File: src/hdl/app_pkg.sv
/*
  Shared definitions for the USB CDC byte-stream application.
  Holds the command codes, controller states, widths, polynomials and stream types.
*/
package app_pkg;

   // Byte count and address width
   localparam int CNT_W = 24;

   // RAM address width carried in a memory request
   localparam int RAM_AW = 10;

   // Taps at bits 23, 22, 21 and 16
   localparam logic [23:0] LFSR_POLY = 24'hE10000;

   // CRC-32 (IEEE) generator
   localparam logic [31:0] CRC_POLY = 32'h04C11DB7;

   typedef enum logic [7:0] {
      CMD_NO         = 8'd0,
      CMD_IN         = 8'd1,
      CMD_OUT        = 8'd2,
      CMD_ADDR       = 8'd3,
      CMD_WAIT       = 8'd4,
      CMD_LFSR_WRITE = 8'd5,
      CMD_LFSR_READ  = 8'd6,
      CMD_RAM_READ   = 8'd8
   } cmd_e;

   typedef enum logic [3:0] {
      ST_LOOPBACK,
      ST_CMD0,
      ST_CMD1,
      ST_CMD2,
      ST_CMD3,
      ST_IN,
      ST_OUT,
      ST_READ0,
      ST_READ1,
      ST_READ2,
      ST_READ3,
      ST_READ_RAM
   } state_e;

   typedef struct packed {
      logic [7:0] data;
      logic       valid;
   } byte_stream_t;

   typedef struct packed {
      logic              en;
      logic              we;
      logic [RAM_AW-1:0] addr;
   } mem_req_t;

endpackage

File: src/hdl/byte_pacer.sv
/*
  Byte pacer. Holds the one-entry out register and the wait setting,
  and blocks both streams for W cycles after each streamed data byte.
*/
`timescale 1ns/1ps

module byte_pacer #(
   parameter int WAIT_W = 8
) (
   input  logic                  clk_i,
   input  logic                  rstn,
   input  logic [7:0]            out_data_i,
   input  logic                  out_valid_i,
   output logic                  out_ready_o,
   input  logic                  in_ready_i,
   output logic [7:0]            in_data_o,
   output logic                  in_valid_o,
   output app_pkg::byte_stream_t out_byte_o,
   input  logic                  out_pop_i,
   input  app_pkg::byte_stream_t in_byte_i,
   output logic                  in_take_o,
   input  logic                  wait_set_i,
   input  logic                  pace_start_i
);

   app_pkg::byte_stream_t out_q;
   logic [WAIT_W-1:0]     wait_q;
   logic [WAIT_W-1:0]     gap_q;
   logic                  pacing;

   assign pacing      = |gap_q;
   assign out_ready_o = (~out_q.valid | out_pop_i) & ~pacing;
   assign out_byte_o  = out_q;

   assign in_data_o  = in_byte_i.data;
   assign in_valid_o = in_byte_i.valid & ~pacing;
   assign in_take_o  = in_valid_o & in_ready_i;

   always_ff @(posedge clk_i or negedge rstn) begin
      if (!rstn) begin
         out_q  <= '0;
         wait_q <= '0;
         gap_q  <= '0;
      end else begin
         if (out_valid_i && out_ready_o) begin
            out_q.data  <= out_data_i;
            out_q.valid <= 1'b1;
         end else if (out_pop_i) begin
            out_q.valid <= 1'b0;
         end
         if (wait_set_i) begin
            wait_q <= WAIT_W'(out_q.data);
         end
         // Gap counts down to zero, restarted after each data byte
         if (pace_start_i) begin
            gap_q <= wait_q;
         end else if (pacing) begin
            gap_q <= gap_q - 1'b1;
         end
      end
   end

   // Only a full out register is popped
   a_pop_valid: assert property (@(posedge clk_i) disable iff (!rstn)
      out_pop_i |-> out_q.valid);

endmodule

File: config.mk
export PLATFORM = sky130hd
export DESIGN_NAME = byte_pacer
export DESIGN_NICKNAME = d
export VERILOG_FILES = /design/src/hdl/app_pkg.sv /design/src/hdl/byte_pacer.sv
export SDC_FILE = /design/constraint.sdc
export NUM_CORES = 1
export LEC_CHECK = 0
export ABC_AREA = 1
export BUFFER_PORTS_ARGS = -buffer_cell sky130_fd_sc_hd__buf_2
export CAP_MARGIN = 10
export CORE_UTILIZATION = 44
export CTS_BUF_LIST = sky130_fd_sc_hd__clkbuf_16
export CTS_CLUSTER_DIAMETER = 50
export DETAILED_ROUTE_END_ITERATION = 7
export PLACE_DENSITY_LB_ADDON = 0.12
export SKIP_CTS_REPAIR_TIMING = 1
export SKIP_LAST_GASP = 1
export SLEW_MARGIN = 20
export SYNTH_ARGS = -nofsm -noshare
export SYNTH_HDL_FRONTEND = slang
export SYNTH_SLANG_ARGS = --single-unit
File: constraint.sdc
create_clock -name clk_i -period 1.55 [get_ports clk_i]
set_input_delay 0.31 -clock clk_i [delete_from_list [all_inputs] [get_ports clk_i]]
set_output_delay 0.31 -clock clk_i [all_outputs]
set_load 0.05 [all_outputs]
==> results.cfg <==
[global_route]
grt_pass1_vias = 1015
grt_pass1_wl_mm = 4.595
grt_max_degree = 26
grtUsageTotal = 0.1904
grt_overflow = 0
antenna_found_initial = 0

[yosys]
synthesis.nets = 164
synth-seq-cells = 25
yosysSeqAreaShare = 0.4753
synth_top_area_frac = 0.4753
yosys.cell_types.count = 22
yosysWarnings = 0
synthesis.area_um2 = 1316
syn_inst = 138
syn_avg_cell_area_um2 = 9.538
synth_top_cells_by_area = dfrtp_1 (48%), nand2_1 (11%), mux2_2 (6.8%), buf_4 (5.1%), nand4_1 (3.8%)
yosys.area.top_type = dfrtp_1

[outcome]
status = finished with violations
violations = DRC, setup timing

[timing]
clock_skew_ns = 0.002140
hold_violations = 0
timing.hold.ws_ns = 0.03635
period_needed_ns = 1.725
slew_headroom = 0.6318
fmax_mhz = 579.7
rsz0062_at_grt = yes
setup_violations = 3
finalCritPeriodShare = 1.113
tightest_slew_ns = 0.5523
setup_slack_ns = -0.1750
finalSetupTns_ns = -0.4939
drv_slew = 0

[floorplanning]
io_pins = 44
coreArea_um2 = 2805
row_count = 19
chipWidth_um = 56.70
dieArea_um2 = 3214
fp.dieH_um = 56.70
initial_utilization = 0.4692

[routing]
first_pass_iters = 6
avgRoutedWirePerCell_um = 13.03
drt_iter0_drc = 37
drtAntennaViolNets = 0
drt-total-wl_mm = 2.593
vias = 1030
drc = 8
via_per_inst = 5.176

[layout]
multi_input_comb_area_um2 = 599.3
final_nets = 195
seqCellArea_um2 = 625.6
finalInstanceArea_um2 = 1620
drive_gt1_frac = 0.3929
area_delta_synth_final_pct = 23.10
fill_cells = 248
antennaDiodeCount = 0
postLayoutCoreUtil = 0.5776

[clock_tree]
insertion_delay_ns = 0.26
cts_sinks = 25
clockBufferDepth = 2
numCtsBuffers = 3
cts_tree = done
htreeDepth = 1
root_buffer = clkbuf_16
clk_pin_slew_ns = 0.06

[setup_path]
crit_slowest_cell = dfrtp_1
worstPathMaxFanout = 3
start_kind = register
critPathMaxStageDelay_ns = 0.39
cp-end-kind = output pin
crit_arrival_ns = 1.41
crit_chain = inv_2 > ha_4 > nand3_4 > inv_2 > nand2_4 > a21oi_4 > buf_6
worstPathRequired_ns = 1.24
cp_num_buf_inv = 3
cp_top_family = flip-flops
crit_path_frequent_cell = inv_2
crit_type = register to output pin

[placement]
port_buffers = 27
gp_congestion = 0.7749
hpwl_mm = 2.016
place_area_um2 = 1504

[min_path]
min_path_type = input pin to asynchronous set/reset pin

[power_and_ir_drop]
p_leak_nw = 0.8654
power.density_nw_per_um2 = 2099
ir_worst_vdd_mv = 0.8791

[job]
max_cap_viol_count = 0
[cell usage after synthesis]
cell     count
nand2_2      2
mux2_2       8
buf_2        2
and3_1       1
ha_1         2
xor2_1       2
a21oi_1      1
nand3_1      5
buf_4        9
nor2_4       3
nor2_8       1
nand2_1     37
nand4_1      8
dfrtp_1     25
nand3_4      2
o21ai_1      7
inv_1       10
xnor2_1      1
nor2_1       7
buf_12       1
nand2_4      1
o21ai_0      3
[where the power goes]
group	leakage (nW)	switching, mW	internal (mW)	total [mW]
registers	0.316	0.217	0.953	1.17
clock network	0.0423	0.216	0.345	0.561
logic	0.507	1.03	0.640	1.67
total	0.865	1.46	1.94	3.40
[stage by stage]
stage	worst slack (ns)	power, mW	instances
2_1_floorplan	0.007737	2.386	138
3_3_place_gp	-0.06089	2.768	194
3_5_place_dp	-0.09639	2.814	194
4_1_cts	-0.3845	3.386	198
5_1_grt	-0.2344	3.666	199
6_report	-0.1750	3.402	199
[cells by family after synthesis]
kind of cell / count (synthesis) / synth area share
AO/OA/AOI/OAI: 11 / 0.04182
XOR/XNOR: 3 / 0.01997
adder cells (fa/ha/maj): 2 / 0.01901
buffers and inverters: 22 / 0.1027
flip-flops: 25 / 0.4753
multiplexers: 8 / 0.06844
AND/OR/NAND/NOR: 67 / 0.2728
[state kept, by name, summed over array words and instances (netlist names)]
name / cells
out_byte_o: 9
wait_q: 8
gap_q: 8
[final timing paths]
| check | cells past startpoint | startpoint | slack [ns] | endpoint |
|---|---|---|---|---|
| setup / recovery | 7 | gap_q[1]$_DFFE_PN0P_ | -0.17 | out_ready_o |
| hold / removal | 1 | rstn | 0.04 | out_byte_o[5]$_DFFE_PN0P_ |
| setup reg to reg | 8 | gap_q[1]$_DFFE_PN0P_ | 0.13 | out_byte_o[1]$_DFFE_PN0P_ |
| hold reg to reg | 2 | wait_q[6]$_DFFE_PN0P_ | 0.49 | gap_q[6]$_DFFE_PN0P_ |
| max in group asynchronous | 1 | rstn | 1.15 | wait_q[6]$_DFFE_PN0P_ |
| min in group clk_i | 3 | out_data_i[4] | 0.30 | out_byte_o[5]$_DFFE_PN0P_ |
[layer usage]
metal / vias up / share of wire / GRT usage
met5: - / 0 / 0
met4: 0 / 0.020 / 0.1179
met3: 6 / 0.044 / 0.03456
met2: 29 / 0.49 / 0.2976
met1: 491 / 0.44 / 0.2430
li1: 504 / - / -
[layout by cell type, fill, tap and decap left out, types with 4 or more instances in the layout]
cell type  Yosys  final
buf_2          2     24
buf_4          9     11
dfrtp_1       25     25
inv_1         10      8
mux2_2         8      8
nand2_1       37     36
nand3_1        5      5
nand4_1        8      8
nor2_1         7      6
nor2_4         3      4
o21ai_1        7      7
[cell type report]
class | instances | area share
clock buffers | 3 | 0.04633
inverters | 10 | 0.02317
clock inverters | 1 | 0.002317
flip-flops and latches | 25 | 0.3861
repair buffers | 38 | 0.1483
well taps | 31 | 0.02394
multi-input cells | 91 | 0.3699
Power figures use the tool's default switching activity.
