`config.mk`:
```
export PLATFORM = sky130hd
export DESIGN_NAME = lfsr24
export DESIGN_NICKNAME = d
export VERILOG_FILES = /design/src/hdl/app_pkg.sv /design/src/hdl/lfsr24.sv
export SDC_FILE = /design/constraint.sdc
export NUM_CORES = 1
export LEC_CHECK = 0
export BUFFER_PORTS_ARGS = -buffer_cell sky130_fd_sc_hd__buf_2
export CORE_UTILIZATION = 45
export CTS_CLUSTER_DIAMETER = 120
export DETAILED_ROUTE_END_ITERATION = 8
export GPL_TIMING_DRIVEN = 0
export PLACE_DENSITY_LB_ADDON = 0.12
export SYNTH_ARGS = -nofsm -noshare
export SYNTH_HDL_FRONTEND = slang
export SYNTH_SLANG_ARGS = --single-unit
```
`constraint.sdc`:
```
create_clock -name clk_i -period 1.9 [get_ports clk_i]
set_input_delay 0.285 -clock clk_i [delete_from_list [all_inputs] [get_ports clk_i]]
set_output_delay 0.285 -clock clk_i [all_outputs]
set_load 0.05 [all_outputs]
```
`src/hdl/app_pkg.sv`:
```
/*
  Shared definitions for the USB CDC byte-stream application.
  Holds the command codes, controller states, widths, polynomials and stream types.
*/
package app_pkg;

   // Byte count and address width
   localparam int CNT_W = 24;

   // RAM address width carried in a memory request
   localparam int RAM_AW = 10;

   // Taps at bits 23, 22, 21 and 16
   localparam logic [23:0] LFSR_POLY = 24'hE10000;

   // CRC-32 (IEEE) generator
   localparam logic [31:0] CRC_POLY = 32'h04C11DB7;

   typedef enum logic [7:0] {
      CMD_NO         = 8'd0,
      CMD_IN         = 8'd1,
      CMD_OUT        = 8'd2,
      CMD_ADDR       = 8'd3,
      CMD_WAIT       = 8'd4,
      CMD_LFSR_WRITE = 8'd5,
      CMD_LFSR_READ  = 8'd6,
      CMD_RAM_READ   = 8'd8
   } cmd_e;

   typedef enum logic [3:0] {
      ST_LOOPBACK,
      ST_CMD0,
      ST_CMD1,
      ST_CMD2,
      ST_CMD3,
      ST_IN,
      ST_OUT,
      ST_READ0,
      ST_READ1,
      ST_READ2,
      ST_READ3,
      ST_READ_RAM
   } state_e;

   typedef struct packed {
      logic [7:0] data;
      logic       valid;
   } byte_stream_t;

   typedef struct packed {
      logic              en;
      logic              we;
      logic [RAM_AW-1:0] addr;
   } mem_req_t;

endpackage

```
`src/hdl/lfsr24.sv`:
```
/*
  24-bit LFSR source for the IN command.
  Seed loads one byte at a time; each step shifts in the inverted tap parity.
*/
`timescale 1ns/1ps

module lfsr24 (
   input  logic        clk_i,
   input  logic        rstn,
   input  logic        lfsr_load_i,
   input  logic [1:0]  load_idx_i,
   input  logic [7:0]  load_byte_i,
   input  logic        lfsr_step_i,
   output logic [23:0] lfsr_o
);

   logic [23:0] lfsr_q;
   logic        fb;

   // XNOR feedback keeps the all-zero state usable
   assign fb     = ~^(lfsr_q & app_pkg::LFSR_POLY);
   assign lfsr_o = lfsr_q;

   always_ff @(posedge clk_i or negedge rstn) begin
      if (!rstn) begin
         lfsr_q <= '0;
      end else if (lfsr_load_i) begin
         case (load_idx_i)
            2'd0: lfsr_q[7:0]   <= load_byte_i;
            2'd1: lfsr_q[15:8]  <= load_byte_i;
            2'd2: lfsr_q[23:16] <= load_byte_i;
            default: lfsr_q     <= lfsr_q;
         endcase
      end else if (lfsr_step_i) begin
         lfsr_q <= {lfsr_q[22:0], fb};
      end
   end

endmodule

```
==> flow_results.xml <==
<?xml version="1.0" encoding="UTF-8"?>
<metrics>
  <group name="setup_path">
    <metric name="setup.worst_path.class" unit="">register to output pin</metric>
    <metric name="maximum_fanout_count_along_the_critical_path" unit="">4</metric>
    <metric name="startpoint_type" unit="">register</metric>
    <metric name="cpPeakStageDelay" unit="ps">430</metric>
    <metric name="critical_path.endpoint_type" unit="">output pin</metric>
    <metric name="critPathSlowestCell" unit="">dfrtp_1</metric>
    <metric name="worst-endpoint-required" unit="ps">1620</metric>
    <metric name="timing.critical_path.cells" unit="">buf_2</metric>
    <metric name="crit_path_from" unit="">lfsr_o[21]</metric>
    <metric name="arrival_time_worst_endpoint" unit="ps">1030</metric>
    <metric name="timing.critical_path.max_delay_family" unit="">flip-flops</metric>
    <metric name="regToRegStartpoint" unit="">lfsr_o[7]</metric>
    <metric name="cp.buffers_inverters" unit="">1</metric>
  </group>
  <group name="cts">
    <metric name="cts-hold-fix-buffers" unit="">1</metric>
    <metric name="cts_resized" unit="">0</metric>
    <metric name="tritoncts_num_sinks" unit="">24</metric>
    <metric name="cts_buffers" unit="">3</metric>
    <metric name="cts.path.max_buffers" unit="">2</metric>
    <metric name="htreeDepth" unit="">1</metric>
    <metric name="tritoncts" unit="">built</metric>
    <metric name="clk_root_buffer_cell" unit="">clkbuf_4</metric>
    <metric name="number_of_buffers_added_for_setup_after_cts" unit="">0</metric>
    <metric name="clkSlewWorstSetupHoldPaths" unit="ps">130</metric>
    <metric name="clk-insertion-delay-late" unit="ps">330</metric>
  </group>
  <group name="routing">
    <metric name="vias_per_cell" unit="">5.115</metric>
    <metric name="postRouteWirelength" unit="mm">2.620</metric>
    <metric name="drt_iter0_markers" unit="">3</metric>
    <metric name="dr.pass1.iters" unit="">4</metric>
    <metric name="detail-route-antenna-nets" unit="">0</metric>
    <metric name="post_drt_wl_per_cell" unit="microns">13.65</metric>
    <metric name="route.vias.total" unit="">982</metric>
    <metric name="drt_drc_violations_left" unit="">0</metric>
  </group>
  <group name="sta">
    <metric name="fmax" unit="MHz">757.8</metric>
    <metric name="timing.final.crit_period" unit="ps">1320</metric>
    <metric name="period_share" unit="%">69.45</metric>
    <metric name="timing.max_slew.rel_slack" unit="%">63.22</metric>
    <metric name="drv_slew" unit="">0</metric>
    <metric name="rsz0062_at_grt" unit="">no</metric>
    <metric name="hold_violations" unit="">0</metric>
    <metric name="fin_clk_skew" unit="ps">13.92</metric>
    <metric name="worst_slew_pin_slew" unit="ps">551.7</metric>
    <metric name="timing.setup.tns" unit="ps">0</metric>
    <metric name="fin_hold_ws" unit="ps">309.6</metric>
    <metric name="endpoints_failing_setup" unit="">0</metric>
    <metric name="final.setup.worst_slack" unit="ps">580.4</metric>
  </group>
  <group name="global_route">
    <metric name="global_route_usage_sum" unit="%">20.60</metric>
    <metric name="largest_net_degree_at_the_start_of_global_routing" unit="">25</metric>
    <metric name="first_pass_grt_wire_length" unit="mm">4.291</metric>
    <metric name="grt_pass1_vias" unit="">924</metric>
    <metric name="grt_remaining_overflow" unit="">0</metric>
    <metric name="antenna_found_initial" unit="">0</metric>
  </group>
  <group name="synthesis">
    <metric name="yosys_warnings" unit="">0</metric>
    <metric name="yosysTopAreaCellShare" unit="%">47.86</metric>
    <metric name="synth_seq_area_share" unit="%">47.86</metric>
    <metric name="ffs_latches_synth" unit="">24</metric>
    <metric name="most_area_hungry_cell_type_in_the_yosys_netlist" unit="">dfrtp_1</metric>
    <metric name="post_synth_inst_count" unit="">121</metric>
    <metric name="netlist-cell-type-count" unit="">21</metric>
    <metric name="synth_area" unit="sq um">1255</metric>
    <metric name="synthesis.area_per_instance" unit="sq um">10.37</metric>
    <metric name="ys_top_cells_by_area" unit="">dfrtp_1, mux2_2, o21ai_0</metric>
    <metric name="synth_fp_nets" unit="">135</metric>
  </group>
  <group name="hold_path">
    <metric name="min-delay-start" unit="">load_byte_i[0]</metric>
    <metric name="min-delay-path-class" unit="">input port to register</metric>
  </group>
  <group name="layout">
    <metric name="fin_area" unit="sq um">1535</metric>
    <metric name="antenna_cells" unit="">0</metric>
    <metric name="final-instance-count-excl-fill" unit="">192</metric>
    <metric name="area_delta_synth_final" unit="%">22.33</metric>
    <metric name="largest_register_ff_count" unit="">24</metric>
    <metric name="design.final.nets" unit="">177</metric>
    <metric name="finish.utilization" unit="%">60.32</metric>
    <metric name="drive_gt1_share" unit="%">41.98</metric>
    <metric name="fillCellCount" unit="">250</metric>
  </group>
  <group name="power_and_ir_drop">
    <metric name="cellPowerDensity" unit="nW/um^2">1347</metric>
    <metric name="static-leakage-power" unit="nW">0.8031</metric>
    <metric name="vdd.ir_drop.worst" unit="mV">0.7056</metric>
    <metric name="fin_total_pwr" unit="mW">2.068</metric>
  </group>
  <group name="die">
    <metric name="die-width" unit="microns">54.81</metric>
    <metric name="pin_count" unit="">38</metric>
    <metric name="rows" unit="">18</metric>
    <metric name="std_cell_core_area" unit="sq um">2545</metric>
    <metric name="dieHeight" unit="microns">54.81</metric>
    <metric name="dieArea" unit="sq um">3004</metric>
    <metric name="starting_density" unit="%">49.31</metric>
  </group>
  <group name="placed_design">
    <metric name="numPortBuffers" unit="">36</metric>
    <metric name="post-place-ws" unit="ps">526.7</metric>
    <metric name="dpl.cell_count" unit="">187</metric>
    <metric name="detailed_place.area" unit="sq um">1473</metric>
    <metric name="post-dp-hpwl" unit="mm">1.925</metric>
    <metric name="globalplace.congestion" unit="">0.7938</metric>
  </group>
  <group name="run_status">
    <metric name="status" unit="">finished, final reports clean</metric>
  </group>
  <group name="run">
    <metric name="maxCapViolCount" unit="">0</metric>
  </group>
</metrics>
## logic make-up (layout without fill, tap and decap cells)
| group | Yosys count | count (layout) | share of synthesized area (%) |
|---|---|---|---|
| AO/OA/AOI/OAI | 28 | 28 | 12.06 |
| XOR/XNOR | 3 | 3 | 2.094 |
| buffers and inverters | 29 | 70 | 9.870 |
| flip-flops | 24 | 24 | 47.86 |
| multiplexers | 23 | 23 | 22.73 |
| AND/OR/NAND/NOR | 14 | 14 | 5.385 |
## cells in the final DEF, fill, tap and decap left out, drive strengths merged, types with 2 or more instances in the layout
cell	n
buf	39
o21ai	25
dfrtp	24
inv	24
mux2	23
nand2	10
clkbuf	5
xnor2	2
## area by class of cell
cell class / count / area [sq um] / share of cell area, %
timing repair buffer: 37 / 190.2 / 12.39
buffer: 5 / 33.78 / 2.200
multi-input combinational: 68 / 530.5 / 34.56
tap: 30 / 37.54 / 2.445
clock inverter: 1 / 30.03 / 1.956
inverter: 24 / 90.09 / 5.868
clock buffer: 3 / 22.52 / 1.467
sequential: 24 / 600.6 / 39.12
## Yosys cell counts (all sizes together)
cell type and number:
o21ai 25, clkbuf 2, xor2 1, o21bai 1, mux2 23, nand2 10, xnor2 2, nand3b 1
o31a 1, or3 1, nor3b 1, a31oi 1, nand2b 1, buf 3, dfrtp 24, inv 24
## layer usage
layer  GRT usage [%]  up-vias  share of wire, %
met5               0        -                 0
met4           8.974        0               1.1
met3           2.500        4               3.9
met2           31.73       21                46
met1           28.64      475                49
li1                -      482                 -
## worst register-to-register path: stages (launching register included)
cell,delay [ps]
dfrtp_1,440
inv_1,70
o21ai_0,80
mux2_2,280
## where the power goes
group / leakage (nW) / switching (mW) / total, mW / internal, mW
Combinational: 0.482 / 0.653 / 0.943 / 0.291
Clock: 0.0279 / 0.168 / 0.381 / 0.213
Sequential: 0.293 / 0.104 / 0.743 / 0.639
## worst paths after layout
path,to,slack (ps),cells after the start
min,lfsr_o[0],310,4
max reg2reg,lfsr_o[8],930,3
min in group asynchronous,lfsr_o[20],450,2
max,lfsr_o[21],580,1
max in group asynchronous,lfsr_o[22],1070,2
min reg2reg,lfsr_o[11],550,1
No activity file was read; power rests on OpenSTA's default activity.
