[config.mk]
export PLATFORM = sky130hd
export DESIGN_NAME = app_ctrl
export DESIGN_NICKNAME = d
export VERILOG_FILES = /design/src/hdl/app_pkg.sv /design/src/hdl/app_ctrl.sv
export SDC_FILE = /design/constraint.sdc
export NUM_CORES = 1
export LEC_CHECK = 0
export ABC_AREA = 1
export BUFFER_PORTS_ARGS = -buffer_cell sky130_fd_sc_hd__buf_4
export CORE_ASPECT_RATIO = 0.5
export CORE_MARGIN = 8
export CORE_UTILIZATION = 55
export DETAILED_ROUTE_END_ITERATION = 12
export HOLD_SLACK_MARGIN = 0.12
export PLACE_DENSITY = 0.81
export RECOVER_POWER = 100
export SLEW_MARGIN = 20
export SYNTH_ARGS = -nofsm -noshare
export SYNTH_HDL_FRONTEND = slang
export SYNTH_SLANG_ARGS = --single-unit
[constraint.sdc]
create_clock -name clk_i -period 7.3 [get_ports clk_i]
set_input_delay 1.095 -clock clk_i [delete_from_list [all_inputs] [get_ports clk_i]]
set_output_delay 1.095 -clock clk_i [all_outputs]
set_load 0.01 [all_outputs]
[src/hdl/app_pkg.sv]
/*
  Shared definitions for the USB CDC byte-stream application.
  Holds the command codes, controller states, widths, polynomials and stream types.
*/
package app_pkg;

   // Byte count and address width
   localparam int CNT_W = 24;

   // RAM address width carried in a memory request
   localparam int RAM_AW = 10;

   // Taps at bits 23, 22, 21 and 16
   localparam logic [23:0] LFSR_POLY = 24'hE10000;

   // CRC-32 (IEEE) generator
   localparam logic [31:0] CRC_POLY = 32'h04C11DB7;

   typedef enum logic [7:0] {
      CMD_NO         = 8'd0,
      CMD_IN         = 8'd1,
      CMD_OUT        = 8'd2,
      CMD_ADDR       = 8'd3,
      CMD_WAIT       = 8'd4,
      CMD_LFSR_WRITE = 8'd5,
      CMD_LFSR_READ  = 8'd6,
      CMD_RAM_READ   = 8'd8
   } cmd_e;

   typedef enum logic [3:0] {
      ST_LOOPBACK,
      ST_CMD0,
      ST_CMD1,
      ST_CMD2,
      ST_CMD3,
      ST_IN,
      ST_OUT,
      ST_READ0,
      ST_READ1,
      ST_READ2,
      ST_READ3,
      ST_READ_RAM
   } state_e;

   typedef struct packed {
      logic [7:0] data;
      logic       valid;
   } byte_stream_t;

   typedef struct packed {
      logic              en;
      logic              we;
      logic [RAM_AW-1:0] addr;
   } mem_req_t;

endpackage

[src/hdl/app_ctrl.sv]
/*
  Command parser and mode FSM. Echoes bytes in loopback, parses
  0x00-framed commands and picks the source of the in stream.
*/
`timescale 1ns/1ps

module app_ctrl (
   input  logic                  clk_i,
   input  logic                  rstn,
   input  app_pkg::byte_stream_t out_byte_i,
   output logic                  out_pop_o,
   output app_pkg::byte_stream_t in_byte_o,
   input  logic                  in_take_i,
   output logic                  wait_set_o,
   output logic                  pace_start_o,
   output logic                  crc_init_o,
   output logic                  crc_upd_o,
   output logic [7:0]            crc_data_o,
   input  logic [31:0]           crc_i,
   output logic                  lfsr_load_o,
   output logic [1:0]            load_idx_o,
   output logic                  lfsr_step_o,
   input  logic [23:0]           lfsr_i,
   output app_pkg::mem_req_t     mem_req_o,
   input  logic [7:0]            rdata_i
);

   app_pkg::state_e            state_q, state_d;
   app_pkg::cmd_e              cmd_q, cmd_d;
   logic [app_pkg::CNT_W-1:0]  cnt_q, cnt_d;
   logic [app_pkg::CNT_W-1:0]  addr_q, addr_d;
   logic                       mem_vld_q, mem_vld_d;

   app_pkg::state_e nxt_state;
   app_pkg::state_e run_state;
   logic [1:0]      sub_idx;
   logic [31:0]     res_word;
   logic            has_count;

   // Argument or result byte index, and the following state in the sequence
   always_comb begin
      sub_idx   = 2'd0;
      nxt_state = app_pkg::ST_LOOPBACK;
      case (state_q)
         app_pkg::ST_CMD1:  nxt_state = app_pkg::ST_CMD2;
         app_pkg::ST_CMD2:  begin sub_idx = 2'd1; nxt_state = app_pkg::ST_CMD3; end
         app_pkg::ST_CMD3:  sub_idx = 2'd2;
         app_pkg::ST_READ0: nxt_state = app_pkg::ST_READ1;
         app_pkg::ST_READ1: begin sub_idx = 2'd1; nxt_state = app_pkg::ST_READ2; end
         app_pkg::ST_READ2: begin sub_idx = 2'd2; nxt_state = app_pkg::ST_READ3; end
         app_pkg::ST_READ3: sub_idx = 2'd3;
         default:           nxt_state = app_pkg::ST_LOOPBACK;
      endcase
   end

   assign has_count = (cmd_q == app_pkg::CMD_IN) || (cmd_q == app_pkg::CMD_OUT) ||
                      (cmd_q == app_pkg::CMD_RAM_READ);

   always_comb begin
      case (cmd_q)
         app_pkg::CMD_IN:       run_state = app_pkg::ST_IN;
         app_pkg::CMD_OUT:      run_state = app_pkg::ST_OUT;
         app_pkg::CMD_RAM_READ: run_state = app_pkg::ST_READ_RAM;
         default:               run_state = app_pkg::ST_LOOPBACK;
      endcase
   end

   // LFSR readback ends with a zero byte
   assign res_word = (cmd_q == app_pkg::CMD_LFSR_READ) ? {8'd0, lfsr_i} : crc_i;

   always_comb begin
      state_d   = state_q;
      cmd_d     = cmd_q;
      cnt_d     = cnt_q;
      addr_d    = addr_q;
      mem_vld_d = mem_vld_q;

      out_pop_o       = 1'b0;
      in_byte_o.data  = out_byte_i.data;
      in_byte_o.valid = 1'b0;
      wait_set_o      = 1'b0;
      pace_start_o    = 1'b0;
      crc_init_o      = 1'b0;
      crc_upd_o       = 1'b0;
      crc_data_o      = out_byte_i.data;
      lfsr_load_o     = 1'b0;
      load_idx_o      = sub_idx;
      lfsr_step_o     = 1'b0;
      mem_req_o.en    = 1'b0;
      mem_req_o.we    = 1'b0;
      mem_req_o.addr  = addr_q[app_pkg::RAM_AW-1:0];

      case (state_q)
         app_pkg::ST_LOOPBACK: begin
            if (out_byte_i.valid) begin
               if (out_byte_i.data == 8'h00) begin
                  out_pop_o = 1'b1;
                  state_d   = app_pkg::ST_CMD0;
               end else begin
                  // Echo and store at the running address
                  in_byte_o.valid = 1'b1;
                  out_pop_o       = in_take_i;
                  if (in_take_i) begin
                     mem_req_o.en = 1'b1;
                     mem_req_o.we = 1'b1;
                     addr_d       = addr_q + 1'b1;
                  end
               end
            end
         end
         app_pkg::ST_CMD0: begin
            out_pop_o = out_byte_i.valid;
            if (out_byte_i.valid) begin
               cmd_d   = app_pkg::cmd_e'(out_byte_i.data);
               state_d = app_pkg::ST_CMD1;
            end
         end
         app_pkg::ST_CMD1, app_pkg::ST_CMD2, app_pkg::ST_CMD3: begin
            if (has_count || cmd_q == app_pkg::CMD_ADDR || cmd_q == app_pkg::CMD_LFSR_WRITE) begin
               out_pop_o = out_byte_i.valid;
               if (out_byte_i.valid) begin
                  if (has_count) begin
                     cnt_d[sub_idx*8 +: 8] = out_byte_i.data;
                  end else if (cmd_q == app_pkg::CMD_ADDR) begin
                     addr_d[sub_idx*8 +: 8] = out_byte_i.data;
                  end else begin
                     lfsr_load_o = 1'b1;
                  end
                  if (state_q == app_pkg::ST_CMD3) begin
                     state_d    = run_state;
                     crc_init_o = (cmd_q == app_pkg::CMD_IN) || (cmd_q == app_pkg::CMD_OUT);
                  end else begin
                     state_d = nxt_state;
                  end
               end
            end else if (cmd_q == app_pkg::CMD_WAIT && state_q == app_pkg::ST_CMD1) begin
               out_pop_o = out_byte_i.valid;
               if (out_byte_i.valid) begin
                  wait_set_o = 1'b1;
                  state_d    = app_pkg::ST_LOOPBACK;
               end
            end else if (cmd_q == app_pkg::CMD_LFSR_READ) begin
               state_d = app_pkg::ST_READ0;
            end else begin
               state_d = app_pkg::ST_LOOPBACK;
            end
         end
         app_pkg::ST_IN: begin
            in_byte_o.data  = lfsr_i[7:0];
            in_byte_o.valid = 1'b1;
            if (in_take_i) begin
               crc_upd_o    = 1'b1;
               crc_data_o   = lfsr_i[7:0];
               lfsr_step_o  = 1'b1;
               pace_start_o = 1'b1;
               if (cnt_q == '0) begin
                  state_d = app_pkg::ST_READ0;
               end else begin
                  cnt_d = cnt_q - 1'b1;
               end
            end
         end
         app_pkg::ST_OUT: begin
            out_pop_o = out_byte_i.valid;
            if (out_byte_i.valid) begin
               crc_upd_o    = 1'b1;
               pace_start_o = 1'b1;
               if (cnt_q == '0) begin
                  state_d = app_pkg::ST_READ0;
               end else begin
                  cnt_d = cnt_q - 1'b1;
               end
            end
         end
         app_pkg::ST_READ0, app_pkg::ST_READ1, app_pkg::ST_READ2, app_pkg::ST_READ3: begin
            in_byte_o.data  = res_word[sub_idx*8 +: 8];
            in_byte_o.valid = 1'b1;
            if (in_take_i) begin
               state_d = nxt_state;
            end
         end
         app_pkg::ST_READ_RAM: begin
            // mem_vld_q marks read data waiting on rdata_i
            if (!mem_vld_q) begin
               mem_req_o.en = 1'b1;
               mem_vld_d    = 1'b1;
               addr_d       = addr_q + 1'b1;
            end
            in_byte_o.data  = rdata_i;
            in_byte_o.valid = mem_vld_q;
            if (in_take_i && mem_vld_q) begin
               pace_start_o = 1'b1;
               if (cnt_q == '0) begin
                  mem_vld_d = 1'b0;
                  addr_d    = '0;
                  state_d   = app_pkg::ST_LOOPBACK;
               end else begin
                  cnt_d        = cnt_q - 1'b1;
                  mem_req_o.en = 1'b1;
                  addr_d       = addr_q + 1'b1;
               end
            end
         end
         default: state_d = app_pkg::ST_LOOPBACK;
      endcase
   end

   always_ff @(posedge clk_i or negedge rstn) begin
      if (!rstn) begin
         state_q   <= app_pkg::ST_LOOPBACK;
         cmd_q     <= app_pkg::CMD_NO;
         cnt_q     <= '0;
         addr_q    <= '0;
         mem_vld_q <= 1'b0;
      end else begin
         state_q   <= state_d;
         cmd_q     <= cmd_d;
         cnt_q     <= cnt_d;
         addr_q    <= addr_d;
         mem_vld_q <= mem_vld_d;
      end
   end

   a_in_hold: assert property (@(posedge clk_i) disable iff (!rstn)
      in_byte_o.valid && !in_take_i |=> $stable(in_byte_o.data));

endmodule

==> metrics.txt <==
hold endpoint cnt_q[1]; gr usage total 0.263; DR pass1 iterations 5; row count 24; crit path capture type primary output; total clock sinks 47; Largest stage delay, worst path 0.92 ns; IO Pins 114; Area Growth Syn to Fin 18.1%; Clock Tree Buf Depth 2; GRT busiest layer met2; final std cells w/o fill 1081; met3 usage 0.0549; Netlist cell types 34; Final GP Congestion about 0.97; Setup TNS 0 ns; final setup fails 0; Final Hold Viols 0; met2 GRT Util 0.438; Cell Area, Synth 4850 um^2; post-CTS setup buffer count 0; length in cells of the worst reg-to-reg path 13; WS Path Type flop to primary output; CTS resizes 0; Mapped Nets ~950; worst path arrival time between 3 and 4 ns; core footprint 8650 um^2; dpl cells ~1100; drt via density approximately 5.6; Max-Cap Viols 1; failing checks capacitance limit, slew limit; Num CTS Buffers 5; flops & latches, synth 47; Leak 3.11 nW; drt initial violations 584; post-synthesis cell count 865; nets@finish about 1000; root buffer cell clkbuf_16; Final Routed Wirelength 17000 um; CP Launch Type flop; later-pin clock latency in the skew report 0.29 ns; CTS Hold Bufs 0; worst endpoint required time a little over 6 ns; placed instance area 5730 um^2; DIE AREA roughly 12000 um^2; Clk pin slew, worst setup/hold paths around 0.060 ns; Die Span Y 82.4 um; htree depth 2; drt drc 0; sequential area share after synthesis 0.242; Crit Path Max Fanout between 40 and 50; Post-Layout Inst Area 5730 um^2; Worst-Margin Slew 2.55 ns; Hold Crit Start cnt_q[1]; CP cell instances nor2_1, nand2_1, nand2_1, clkbuf_1, inv_2, nor2_1, nor2_1, o21ai_0, nand3_1, nand3_1, nand2_1, clkbuf_1; Hold Crit Class flop to flop; status complete, but fails checks; global-route wire length before repair approximately 26000 um; vias in the first global route 5378; largest net degree at the start of global routing 48; post-DR wirelength/cell 15.7 um; Avg Inst Size Synth 5.61 um^2; die width around 150 um; ant diodes 0; fmax 0.202 GHz; fin crit share 0.677; Synth warnings 0; routed via count between 6000 and 7000; fin. max-slew vios 48; Worst Hold Depth 2; Util after Layout 0.663; pwr dens 392 nW/um^2; total congestion overflow 0; reg2reg end cnt_q[5]; CTS tree yes; dpl hpwl between 10000 and 15000 um; Crit path buffers/inverters 3; Starting Density 0.561; Reg2Reg Setup Slack around 2.7 ns; RSZ-0062 raised after global routing no; Worst path top cell family by delay buffers and inverters; port bufs approximately 110; met1 GRT Util 0.341; VDD IR-drop max 0.214 mV; R2R Path Start state_q[2]; minimum clock period 4.94 ns; Worst Skew 0.00556 ns; Slowest-stage cell, CP clkbuf_1; share of post-route cells with drive strength above 1 0.111; Final ANT Viol Nets 0; hold slack 0.488 ns; Max-slew headroom -0.698; initial antenna violation count 1
[cell usage after synthesis]
master | instances | area, um^2
a21oi_1 | 11 | 55.1
o21bai_1 | 3 | 22.5
nand2_1 | 308 | 1160
nor2_2 | 7 | 43.8
buf_2 | 13 | 65.1
o22ai_1 | 1 | 6.26
dfrtp_1 | 47 | 1180
nor2_4 | 1 | 11.3
o21ai_1 | 4 | 20.0
o21ai_0 | 66 | 330
o211ai_1 | 9 | 67.6
nor3_1 | 8 | 40.0
a21o_1 | 2 | 15.0
nor4_1 | 1 | 6.26
nand2_2 | 4 | 25.0
clkbuf_1 | 5 | 18.8
nand3_1 | 112 | 561
buf_6 | 3 | 33.8
nand4_1 | 8 | 50.1
buf_4 | 2 | 15.0
clkinv_1 | 2 | 7.51
a21oi_4 | 1 | 16.3
nand2_4 | 1 | 11.3
xor2_1 | 9 | 78.8
nor2_1 | 122 | 458
xnor2_1 | 5 | 43.8
or2_2 | 9 | 56.3
ha_1 | 7 | 87.6
a211oi_1 | 1 | 7.51
a21boi_0 | 1 | 7.51
nand3b_1 | 1 | 7.51
inv_2 | 3 | 11.3
inv_1 | 86 | 323
nand3_2 | 2 | 20.0
[worst reg2reg max path: stages, from the launching register on]
cell      delay [ns]
dfrtp_1         0.44
nor2_1          0.35
nand2_1         0.16
nand2_1         0.11
clkbuf_1        0.92
inv_2           0.65
ha_1            0.50
nor3_1          0.48
inv_1           0.17
nor3_1          0.33
nand2_1         0.18
nand2_1         0.11
nand3_1         0.07
nand2_1         0.10
[layer usage]
| metal | vias to the layer above | part of all wire |
|---|---|---|
| met5 | - | 0.00077 |
| met1 | 2764 | 0.43 |
| li1 | 2956 | - |
| met4 | 2 | 0.018 |
| met3 | 29 | 0.092 |
| met2 | 293 | 0.46 |
[power by group]
part / total [mW] / internal, mW / switching (mW)
clock network: 0.258 / 0.160 / 0.0976
registers: 0.417 / 0.336 / 0.0809
logic: 1.57 / 0.462 / 1.11
[worst max-delay path by stage]
stage	start	end	slack, ns	cells after the start
4_1_cts	state_q[1]	pace_start_o	3.42	8
3_5_place_dp	state_q[1]	pace_start_o	3.74	8
2_1_floorplan	in_take_i	crc_data_o[6]	4.38	5
5_1_grt	state_q[2]	in_byte_o[6]	2.05	12
3_3_place_gp	state_q[0]	cnt_q[6]	3.82	15
6_report	state_q[2]	in_byte_o[6]	2.36	12
[cells in the final DEF, fill, tap and decap left out, drive strengths merged, types with 5 or more instances in the layout]
| master | n |
|---|---|
| nand2 | 313 |
| nor2 | 130 |
| nand3 | 114 |
| inv | 89 |
| buf | 78 |
| o21ai | 70 |
| dfrtp | 47 |
| clkbuf | 43 |
| a21oi | 12 |
| or2 | 9 |
| o211ai | 9 |
| xor2 | 9 |
| nor3 | 8 |
| nand4 | 8 |
| ha | 7 |
| xnor2 | 5 |
[metrics by stage]
stage	power (mW)	setup slack [ns]
floorplan	1.57	4.38
global placement	1.96	3.82
detailed placement	1.99	3.74
CTS	2.27	3.42
global route	2.44	2.05
finish	2.24	2.36
[registers in the layout, indices dropped and copies added (netlist names)]
signal,flops
state_q,4
mem_vld_q,1
cmd_q,8
cnt_q,24
addr_q,10
[logic make-up after synthesis]
logic type / Yosys count / synth area share
buf+inv: 114 / 0.0977
fa+ha+maj: 7 / 0.0180
simple gates: 584 / 0.504
xor+xnor: 14 / 0.0253
compound gates: 99 / 0.113
flops: 47 / 0.242
[final cells by class]
type	instances	area, um^2
clock buffer	6	129
timing repair buffer	115	724
inverter	91	342
multi-input combinational	704	3180
tap	117	146
sequential	47	1180
clock inverter	1	30.0
fill	862	2920
(Power assumes the default switching activity.)
