### src/hdl/app_pkg.sv
/*
  Shared definitions for the USB CDC byte-stream application.
  Holds the command codes, controller states, widths, polynomials and stream types.
*/
package app_pkg;

   // Byte count and address width
   localparam int CNT_W = 24;

   // RAM address width carried in a memory request
   localparam int RAM_AW = 10;

   // Taps at bits 23, 22, 21 and 16
   localparam logic [23:0] LFSR_POLY = 24'hE10000;

   // CRC-32 (IEEE) generator
   localparam logic [31:0] CRC_POLY = 32'h04C11DB7;

   typedef enum logic [7:0] {
      CMD_NO         = 8'd0,
      CMD_IN         = 8'd1,
      CMD_OUT        = 8'd2,
      CMD_ADDR       = 8'd3,
      CMD_WAIT       = 8'd4,
      CMD_LFSR_WRITE = 8'd5,
      CMD_LFSR_READ  = 8'd6,
      CMD_RAM_READ   = 8'd8
   } cmd_e;

   typedef enum logic [3:0] {
      ST_LOOPBACK,
      ST_CMD0,
      ST_CMD1,
      ST_CMD2,
      ST_CMD3,
      ST_IN,
      ST_OUT,
      ST_READ0,
      ST_READ1,
      ST_READ2,
      ST_READ3,
      ST_READ_RAM
   } state_e;

   typedef struct packed {
      logic [7:0] data;
      logic       valid;
   } byte_stream_t;

   typedef struct packed {
      logic              en;
      logic              we;
      logic [RAM_AW-1:0] addr;
   } mem_req_t;

endpackage

### src/hdl/crc32_engine.sv
/*
  Running CRC-32 (IEEE) over a byte stream.
  Bytes are folded in LSB first; crc_o is the finished CRC, low byte sent first.
*/
`timescale 1ns/1ps

module crc32_engine (
   input  logic        clk_i,
   input  logic        rstn,
   input  logic        crc_init_i,
   input  logic        crc_upd_i,
   input  logic [7:0]  crc_data_i,
   output logic [31:0] crc_o
);

   logic [31:0] crc_q;

   function automatic logic [31:0] crc_byte(input logic [31:0] crc, input logic [7:0] data);
      logic [31:0] c;
      c = crc;
      for (int i = 0; i < 8; i++) begin
         if (data[i] ^ c[31]) begin
            c = {c[30:0], 1'b0} ^ app_pkg::CRC_POLY;
         end else begin
            c = {c[30:0], 1'b0};
         end
      end
      return c;
   endfunction

   always_ff @(posedge clk_i or negedge rstn) begin
      if (!rstn) begin
         crc_q <= '1;
      end else if (crc_init_i) begin
         crc_q <= '1;
      end else if (crc_upd_i) begin
         crc_q <= crc_byte(crc_q, crc_data_i);
      end
   end

   // Complement and bit-reverse into the reflected result
   always_comb begin
      for (int i = 0; i < 32; i++) begin
         crc_o[i] = ~crc_q[31-i];
      end
   end

   a_init_upd_excl: assert property (@(posedge clk_i) disable iff (!rstn)
      !(crc_init_i && crc_upd_i));

endmodule

### config.mk
export PLATFORM = sky130hd
export DESIGN_NAME = crc32_engine
export DESIGN_NICKNAME = d
export VERILOG_FILES = /design/src/hdl/app_pkg.sv /design/src/hdl/crc32_engine.sv
export SDC_FILE = /design/constraint.sdc
export NUM_CORES = 1
export LEC_CHECK = 0
export BUFFER_PORTS_ARGS = -buffer_cell sky130_fd_sc_hd__buf_2
export CORE_MARGIN = 2
export CORE_UTILIZATION = 55
export CTS_CLUSTER_DIAMETER = 40
export DETAILED_ROUTE_END_ITERATION = 7
export PLACE_DENSITY = 0.8
export SLEW_MARGIN = 40
export SYNTH_ARGS = -nofsm -noshare
export SYNTH_HDL_FRONTEND = slang
export SYNTH_SLANG_ARGS = --single-unit
### constraint.sdc
create_clock -name clk_i -period 2.2 [get_ports clk_i]
set_clock_uncertainty 0.05 [all_clocks]
set_input_delay 0.33 -clock clk_i [delete_from_list [all_inputs] [get_ports clk_i]]
set_output_delay 0.33 -clock clk_i [all_outputs]
set_load 0.01 [all_outputs]
==> reports/qor.txt, run 1 <==
Final Slew Violations = 0
startpoint types = register
Distinct cells, synth = 18
RSZ-0062 raised after global routing = false
total power draw = 4.10 mW
postcts setup bufs = 0
Worst Path Required = 2.37 ns
transition time of the tightest slew-check pin = 0.696 ns
Worst-Skew Late Latency = 0.29 ns
Buffers on Ports = 43
vias = 1516
total congestion overflow = 0
Switch Pwr = 1.61 mW
max FFs per register = 32
cell internal pwr = 2.49 mW
Max Buffers Root-to-Sink = 2
Setup WS post-layout = 0.307 ns
most frequent CP cell = xnor2_1
placed insts = 302
dpl ws = 0.297 ns
vias in the first global route = 1483
syn_area_per_cell = 10.5 um2
via density per instance = 4.89
critical-path cell list = xnor2_4 -> xor3_2 -> xnor2_1 -> xnor2_1 -> o21ai_1
CTS buffer count = 5
1st-pass router iterations = 4
fillcell total = 322
antenna violations before repair = 0
clock share of power = 0.113
I/O Pins = 44
die height = 68.0 um
Biggest register = crc_q
CTS root buffer = clkbuf_8
Syn Std Cell Area = 2260 um2
CTS resizes = 0
Final ANT Viol Nets = 0
hold_buf cts = 0
syn_nets = 226
flop and latch count out of synthesis = 32
crit end category = register
Seq pwr share = 0.266
CTS tree = built
fin nets = 271
die width = 68.0 um
first-pass GRT wire length = 7.32 mm
area grow syn2layout = 16.1%
synth warn = 0
Post-DP HPWL = 3.19 mm
Final GP Congestion = 0.839
Clk pin slew, worst setup/hold paths = 0.07 ns
area of the core = 3970 um2
Peak Freq = 0.528 GHz
Setup Viol. Count Final = 0
Remaining DRCs = 0
Total Neg Setup Slack = 0 ns
slowest stage delay, CP = 0.58 ns
outcome = completed
final cell count without fillers = 310
WL per Instance = 14.1 um
antenna fix cells = 0
Setup CP Type = reg2reg
layout cells sized above 1 = 0.388
Worst EP arrival = 2.06 ns
Final Cycle Share = 0.860
sequential-to-total area share from yosys stat = 0.373
num rows = 23
starting density of the core = 0.568
Synth Instances = 214
slowest CP cell = dfstp_2
Gate power share = 0.621
final core occ = 0.660
post-layout minimum cycle time = 1.89 ns
Switching Share = 0.393
largest net degree at the start of global routing = 46
total global routing track utilization = 0.224
maximum VDD drop = 0.728 mV
Lkg Pwr = 1.29 nW
cell area power density = 1570 nW/um2
TritonCTS Sinks = 32
# H-tree levels = 2
Total Wirelength = 4.36 mm
Max-Slew Margin vs Limit = 0.536
Hold/Removal Path Class = in2async
crit-path max FO = 6
Starting DRT DRC Count = 76
final number of hold-violating endpoints = 0
max cap viols = 0
registers with the most flip-flops = crc_q x32
Die Footprint = 4630 um2
[layer usage]
layer  wire (um)  share of wire  GRT usage
met2        2090           0.48      0.341
met1        1990           0.46      0.305
met5           0              0          0
met3         226          0.052     0.0526
met4          46          0.011     0.0975
[worst paths after layout]
check                      startpoint         to  slack [ns]  cells after the start
max                         crc_q[25]  crc_q[13]        0.31                      5
max reg2reg                 crc_q[25]  crc_q[13]        0.31                      5
max in group asynchronous        rstn  crc_q[15]        1.65                      1
min in group clk_i         crc_init_i  crc_q[13]        0.42                      3
min                              rstn   crc_q[5]        0.41                      1
min reg2reg                 crc_q[23]  crc_q[23]        0.46                      2
[synthesized netlist by cell type]
master,number,area share
a211o_1,5,0.019
a21oi_1,10,0.022
buf_1,2,0.0033
clkbuf_1,7,0.012
clkinv_1,1,0.0017
dfstp_2,32,0.37
inv_1,33,0.055
nand2_1,16,0.027
nor2_1,8,0.013
nor3_1,4,0.0089
o211ai_1,16,0.053
o21ai_1,7,0.016
xnor2_1,50,0.19
xnor2_2,6,0.043
xnor2_4,8,0.098
xnor3_1,2,0.020
xor2_1,5,0.019
xor3_2,2,0.022
[through the flow]
step	cell area [um2]	hold slack, ns
after floorplan	2260	0.132
after global placement	2530	0.452
after detailed placement	2530	0.455
after CTS	2620	0.407
after global routing	2620	0.462
final	2620	0.412
[power by group through the flow]
| stage | combinational [mW] | sequential [mW] | clock (mW) |
|---|---|---|---|
| floorplan | 2.06 | 1.05 | 0 |
| global placement | 2.53 | 1.09 | 0 |
| detailed placement | 2.56 | 1.10 | 0 |
| CTS | 2.58 | 1.09 | 0.478 |
| global route | 2.82 | 1.12 | 0.508 |
| finish | 2.55 | 1.09 | 0.465 |
[cells by family (layout without fill, tap and decap cells)]
logic type             Yosys count  in the layout  synth area share
buffers and inverters           43             89            0.0715
AO/OA/AOI/OAI                   38             38             0.110
XOR/XNOR                        73             73             0.397
AND/OR/NAND/NOR                 28             28            0.0488
flip-flops                      32             32             0.373
[cells in the final DEF (no fill, tap or decap), drive strengths merged]
| cell | n |
|---|---|
| xnor2 | 64 |
| buf | 47 |
| inv | 33 |
| dfstp | 32 |
| nand2 | 16 |
| o211ai | 16 |
| a21oi | 10 |
| nor2 | 8 |
| clkbuf | 8 |
| o21ai | 7 |
| xor2 | 5 |
| a211o | 5 |
| nor3 | 4 |
| xnor3 | 2 |
| xor3 | 2 |
| clkinv | 1 |
[final cells by class]
type                    count  area (um2)  share of cell area
clock buffers               8        90.1              0.0344
inverters                  34         128              0.0487
multi-input cells         139        1250               0.479
flip-flops and latches     32         841               0.321
well taps                  50        62.6              0.0239
repair buffers             47         245              0.0936
[worst max-delay path: cells and delay by family (launching register included)]
kind | cells | cell delay (ns)
xor+xnor | 4 | 1.07
flops | 1 | 0.58
compound gates | 1 | 0.13
No activity file was read; power rests on OpenSTA's default activity.
==> inputs of run 2 (changes only) <==
--- a/config.mk
+++ b/config.mk
@@ -5,12 +5,13 @@
 export SDC_FILE = /design/constraint.sdc
 export NUM_CORES = 1
 export LEC_CHECK = 0
+export ABC_AREA = 1
 export BUFFER_PORTS_ARGS = -buffer_cell sky130_fd_sc_hd__buf_2
 export CORE_MARGIN = 2
 export CORE_UTILIZATION = 55
 export CTS_CLUSTER_DIAMETER = 40
 export DETAILED_ROUTE_END_ITERATION = 7
-export PLACE_DENSITY = 0.8
+export PLACE_DENSITY = 0.79
 export SLEW_MARGIN = 40
 export SYNTH_ARGS = -nofsm -noshare
 export SYNTH_HDL_FRONTEND = slang
==> run 2 against run 1 <==
  * Synthesized area grew 5.1%
  * Worst hold slack gained 0.016 ns
  * Critical path depth up 6
  * Utilization grew 2.4 points
  * Maximum frequency fell by 6.5%
  * Die area grew 4.8%
  * Critical path type unchanged
  * Critical endpoint is now crc_q[11]
==> reports/qor.txt, run 2 <==
outcome = completed
via density per instance = 5.29 (+8.2%)
cell taking the most area after synthesis = dfstp_2
# H-tree levels = 2 (unchanged)
Post-synth ARST share = 1.00 (unchanged)
clock share of power = 0.148 (+0.035)
Hold/Removal Path Class = in2async
slowest stage delay, CP = 0.55 ns (-0.03 ns)
Peak Freq = 0.494 GHz (-6.5%)
Starting DRT DRC Count = 218 (+190%)
crit end category = register
mux cell area share after synthesis = 0 (unchanged)
DR WL met2 = 3.17 mm (+51%)
Total Wirelength = 6.40 mm (+47%)
Final ANT Viol Nets = 0 (unchanged)
Switch Pwr = 1.55 mW (-4.0%)
dpl ws = 0.187 ns (-0.109 ns)
M1 WL = 2.66 mm (+34%)
total global routing track utilization = 0.279 (+0.0547)
fin nets = 425 (+57%)
Worst-Skew Late Latency = 0.30 ns (about the same)
RSZ-0062 raised after global routing = false
syn_nets = 372 (+65%)
most frequent CP cell = nand2_1
CTS tree = built
vias = 2451 (+62%)
Setup WS post-layout = 0.175 ns (-0.132 ns)
Synth Flop Type = dfstp_2
CTS root buffer = clkbuf_8
crit-path max FO = 7 (+1)
EDFF count, synth = 0 (unchanged)
Lkg Pwr = 1.66 nW (+29%)
slowest CP cell = dfstp_2
syn_area_per_cell = 6.59 um2 (-38%)
antenna violations before repair = 0 (unchanged)
post-synthesis adder-cell area fraction = 0 (unchanged)
first-pass GRT wire length = 10.8 mm (+48%)
layout cells sized above 1 = 0.237 (-0.151)
Setup Viol. Count Final = 0 (unchanged)
critical-path cell list = inv_1 -> nand2_1 -> nand2_1 -> nand2_1 -> nand2_1 -> inv_1 -> nand2_1 -> nand2_1 -> nand2_1 -> a21oi_1 -> nor2_1
startpoint types = register
Final GP Congestion = 0.897 (+6.9%)
hold_buf cts = 0 (unchanged)
Clk pin slew, worst setup/hold paths = 0.07 ns (about the same)
post-layout minimum cycle time = 2.03 ns (+0.132 ns)
Buffers on Ports = 43 (unchanged)
Final Slew Violations = 0 (unchanged)
Switching Share = 0.459 (+0.0656)
transition time of the tightest slew-check pin = 0.796 ns (+0.100 ns)
CTS buffer count = 5 (unchanged)
max cap viols = 0 (unchanged)
I/O Pins = 44 (unchanged)
Worst Path Required = 2.37 ns (about the same)
XOR/XNOR Fraction of Synth Area = 0.121 (-0.276)
commonest non-fill, non-tap cell in the layout = nand2_1
share of the synthesized area in the top cell type = 0.355 (-0.0181)
Setup CP Type = reg2reg
total congestion overflow = 0 (unchanged)
Die Footprint = 4850 um2 (+4.8%)
Worst EP arrival = 2.20 ns (+0.14 ns)
Biggest register = crc_q
WL per Instance = 13.8 um (-1.7%)
flop and latch count out of synthesis = 32 (unchanged)
antenna fix cells = 0 (unchanged)
die height = 69.7 um (+2.4%)
crit-path leading delay family = simple AND/OR/NAND/NOR gates
starting density of the core = 0.580 (+0.0122)
Max-Slew Margin vs Limit = 0.469 (-0.0675)
registers with the most flip-flops = crc_q x32
top cell types by occurrence after synthesis = nand2_1, inv_1, nand3_1, dfstp_2, nor2_1
num rows = 23 (unchanged)
Simple-Gate Fraction of Synth Area = 0.322 (+0.274)
Total Neg Setup Slack = 0 ns (unchanged)
Syn Std Cell Area = 2370 um2 (+5.1%)
die width = 69.7 um (+2.4%)
top cells by area, synth = dfstp_2, nand2_1, inv_1, xor2_1, nand3_1
Gate power share = 0.549 (-0.072)
cell area power density = 1210 nW/um2 (-23%)
cell internal pwr = 1.83 mW (-27%)
Post-DP HPWL = 4.65 mm (+46%)
vias in the first global route = 2376 (+60%)
final number of hold-violating endpoints = 0 (unchanged)
Max Buffers Root-to-Sink = 2 (unchanged)
largest family of logic cells by synthesized area = simple AND/OR/NAND/NOR gates
worst path buffer plus inverter count = 2 (+2)
Synth Instances = 360 (+68%)
max FFs per register = 32 (unchanged)
commonest cells after routing, fill and taps aside = nand2_1, inv_1, buf_2, nand3_1, dfstp_2
Seq pwr share = 0.303 (+0.037)
Final Cycle Share = 0.920 (+0.0602)
1st-pass router iterations = 5 (+1)
TritonCTS Sinks = 32 (unchanged)
area of the core = 4090 um2 (+2.9%)
Highest Signal Layer = met4
area grow syn2layout = 17.8%
sequential-to-total area share from yosys stat = 0.355 (-0.0181)
routed wl met3 = 460 um (+100%)
Distinct cells, synth = 20 (+2)
top-count cell post-synth = nand2_1
largest net degree at the start of global routing = 33 (-28%)
synth warn = 0 (unchanged)
Synth Area in Compound Gates = 0.0860 (-0.0244)
Remaining DRCs = 0 (unchanged)
maximum VDD drop = 0.625 mV (-14%)
run 2: cell types whose count changed after synthesis, moves of 6 or more:
cell      delta
inv_1       +35
nand2_1    +102
nand3_1     +36
nor2_1      +20
o211ai_1    -16
o21ai_0     +14
o21ai_1      -6
o22ai_1     +11
xnor2_1     -44
xnor2_4      -8
xor2_1      +18
run 2: cell type report:
type,count,area [um2]
Multi-Input combinational cell,255,1260
Tap cell,50,62.6
Timing Repair Buffer,51,275
Inverter,68,255
Fill cell,357,1290
Sequential cell,32,841
Clock buffer,7,96.3
run 2: repair_timing:
item,CTS,global route
gates resized for setup,0,1
endpoints found under the setup margin,0,1
buffers inserted,0,0
run 2: kinds of logic after synthesis:
family	after synthesis
flops	32
xor+xnor	31
buf+inv	73
simple gates	188
compound gates	36
run 2: power groups by stage:
stage / registers (mW) / clock network (mW) / logic (mW)
global placement: 1.02 / 0 / 1.77
CTS: 1.02 / 0.500 / 1.82
floorplan: 0.987 / 0 / 1.30
global route: 1.05 / 0.530 / 2.07
finish: 1.02 / 0.499 / 1.85
detailed placement: 1.03 / 0 / 1.81
run 2: final timing paths:
check | from | endpoint | slack (ns) | depth (start not counted)
setup / recovery | crc_q[31] | crc_q[11] | 0.17 | 11
hold / removal | rstn | crc_q[6] | 0.43 | 1
setup reg to reg | crc_q[31] | crc_q[11] | 0.17 | 11
hold reg to reg | crc_q[2] | crc_q[2] | 0.44 | 2
max in group asynchronous | rstn | crc_q[27] | 1.63 | 1
min in group clk_i | crc_q[2] | crc_q[2] | 0.44 | 2
run 2: worst reg2reg max path, stage by stage (launching register included):
cell,delay [ns]
dfstp_2,0.55
inv_1,0.06
nand2_1,0.05
nand2_1,0.18
nand2_1,0.19
nand2_1,0.18
inv_1,0.16
nand2_1,0.10
nand2_1,0.14
nand2_1,0.09
a21oi_1,0.15
nor2_1,0.07
run 2: metal layers:
metal  track usage  vias up
met5             0        -
li1              -     1206
met1         0.358     1110
met2         0.473      116
met3        0.0436       19
met4         0.103        0
run 2: stage by stage:
step | cell area [um2] | hold WS (ns) | total power, mW | cells | utilization
6_report | 2790 | 0.428 | 3.37 | 463 | 0.683
5_1_grt | 2790 | 0.471 | 3.65 | 463 | 0.683
4_1_cts | 2790 | 0.445 | 3.34 | 463 | 0.682
3_5_place_dp | 2690 | 0.436 | 2.83 | 456 | 0.658
3_3_place_gp | 2690 | 0.428 | 2.79 | 456 | 0.658
2_1_floorplan | 2370 | 0.132 | 2.28 | 360 | -
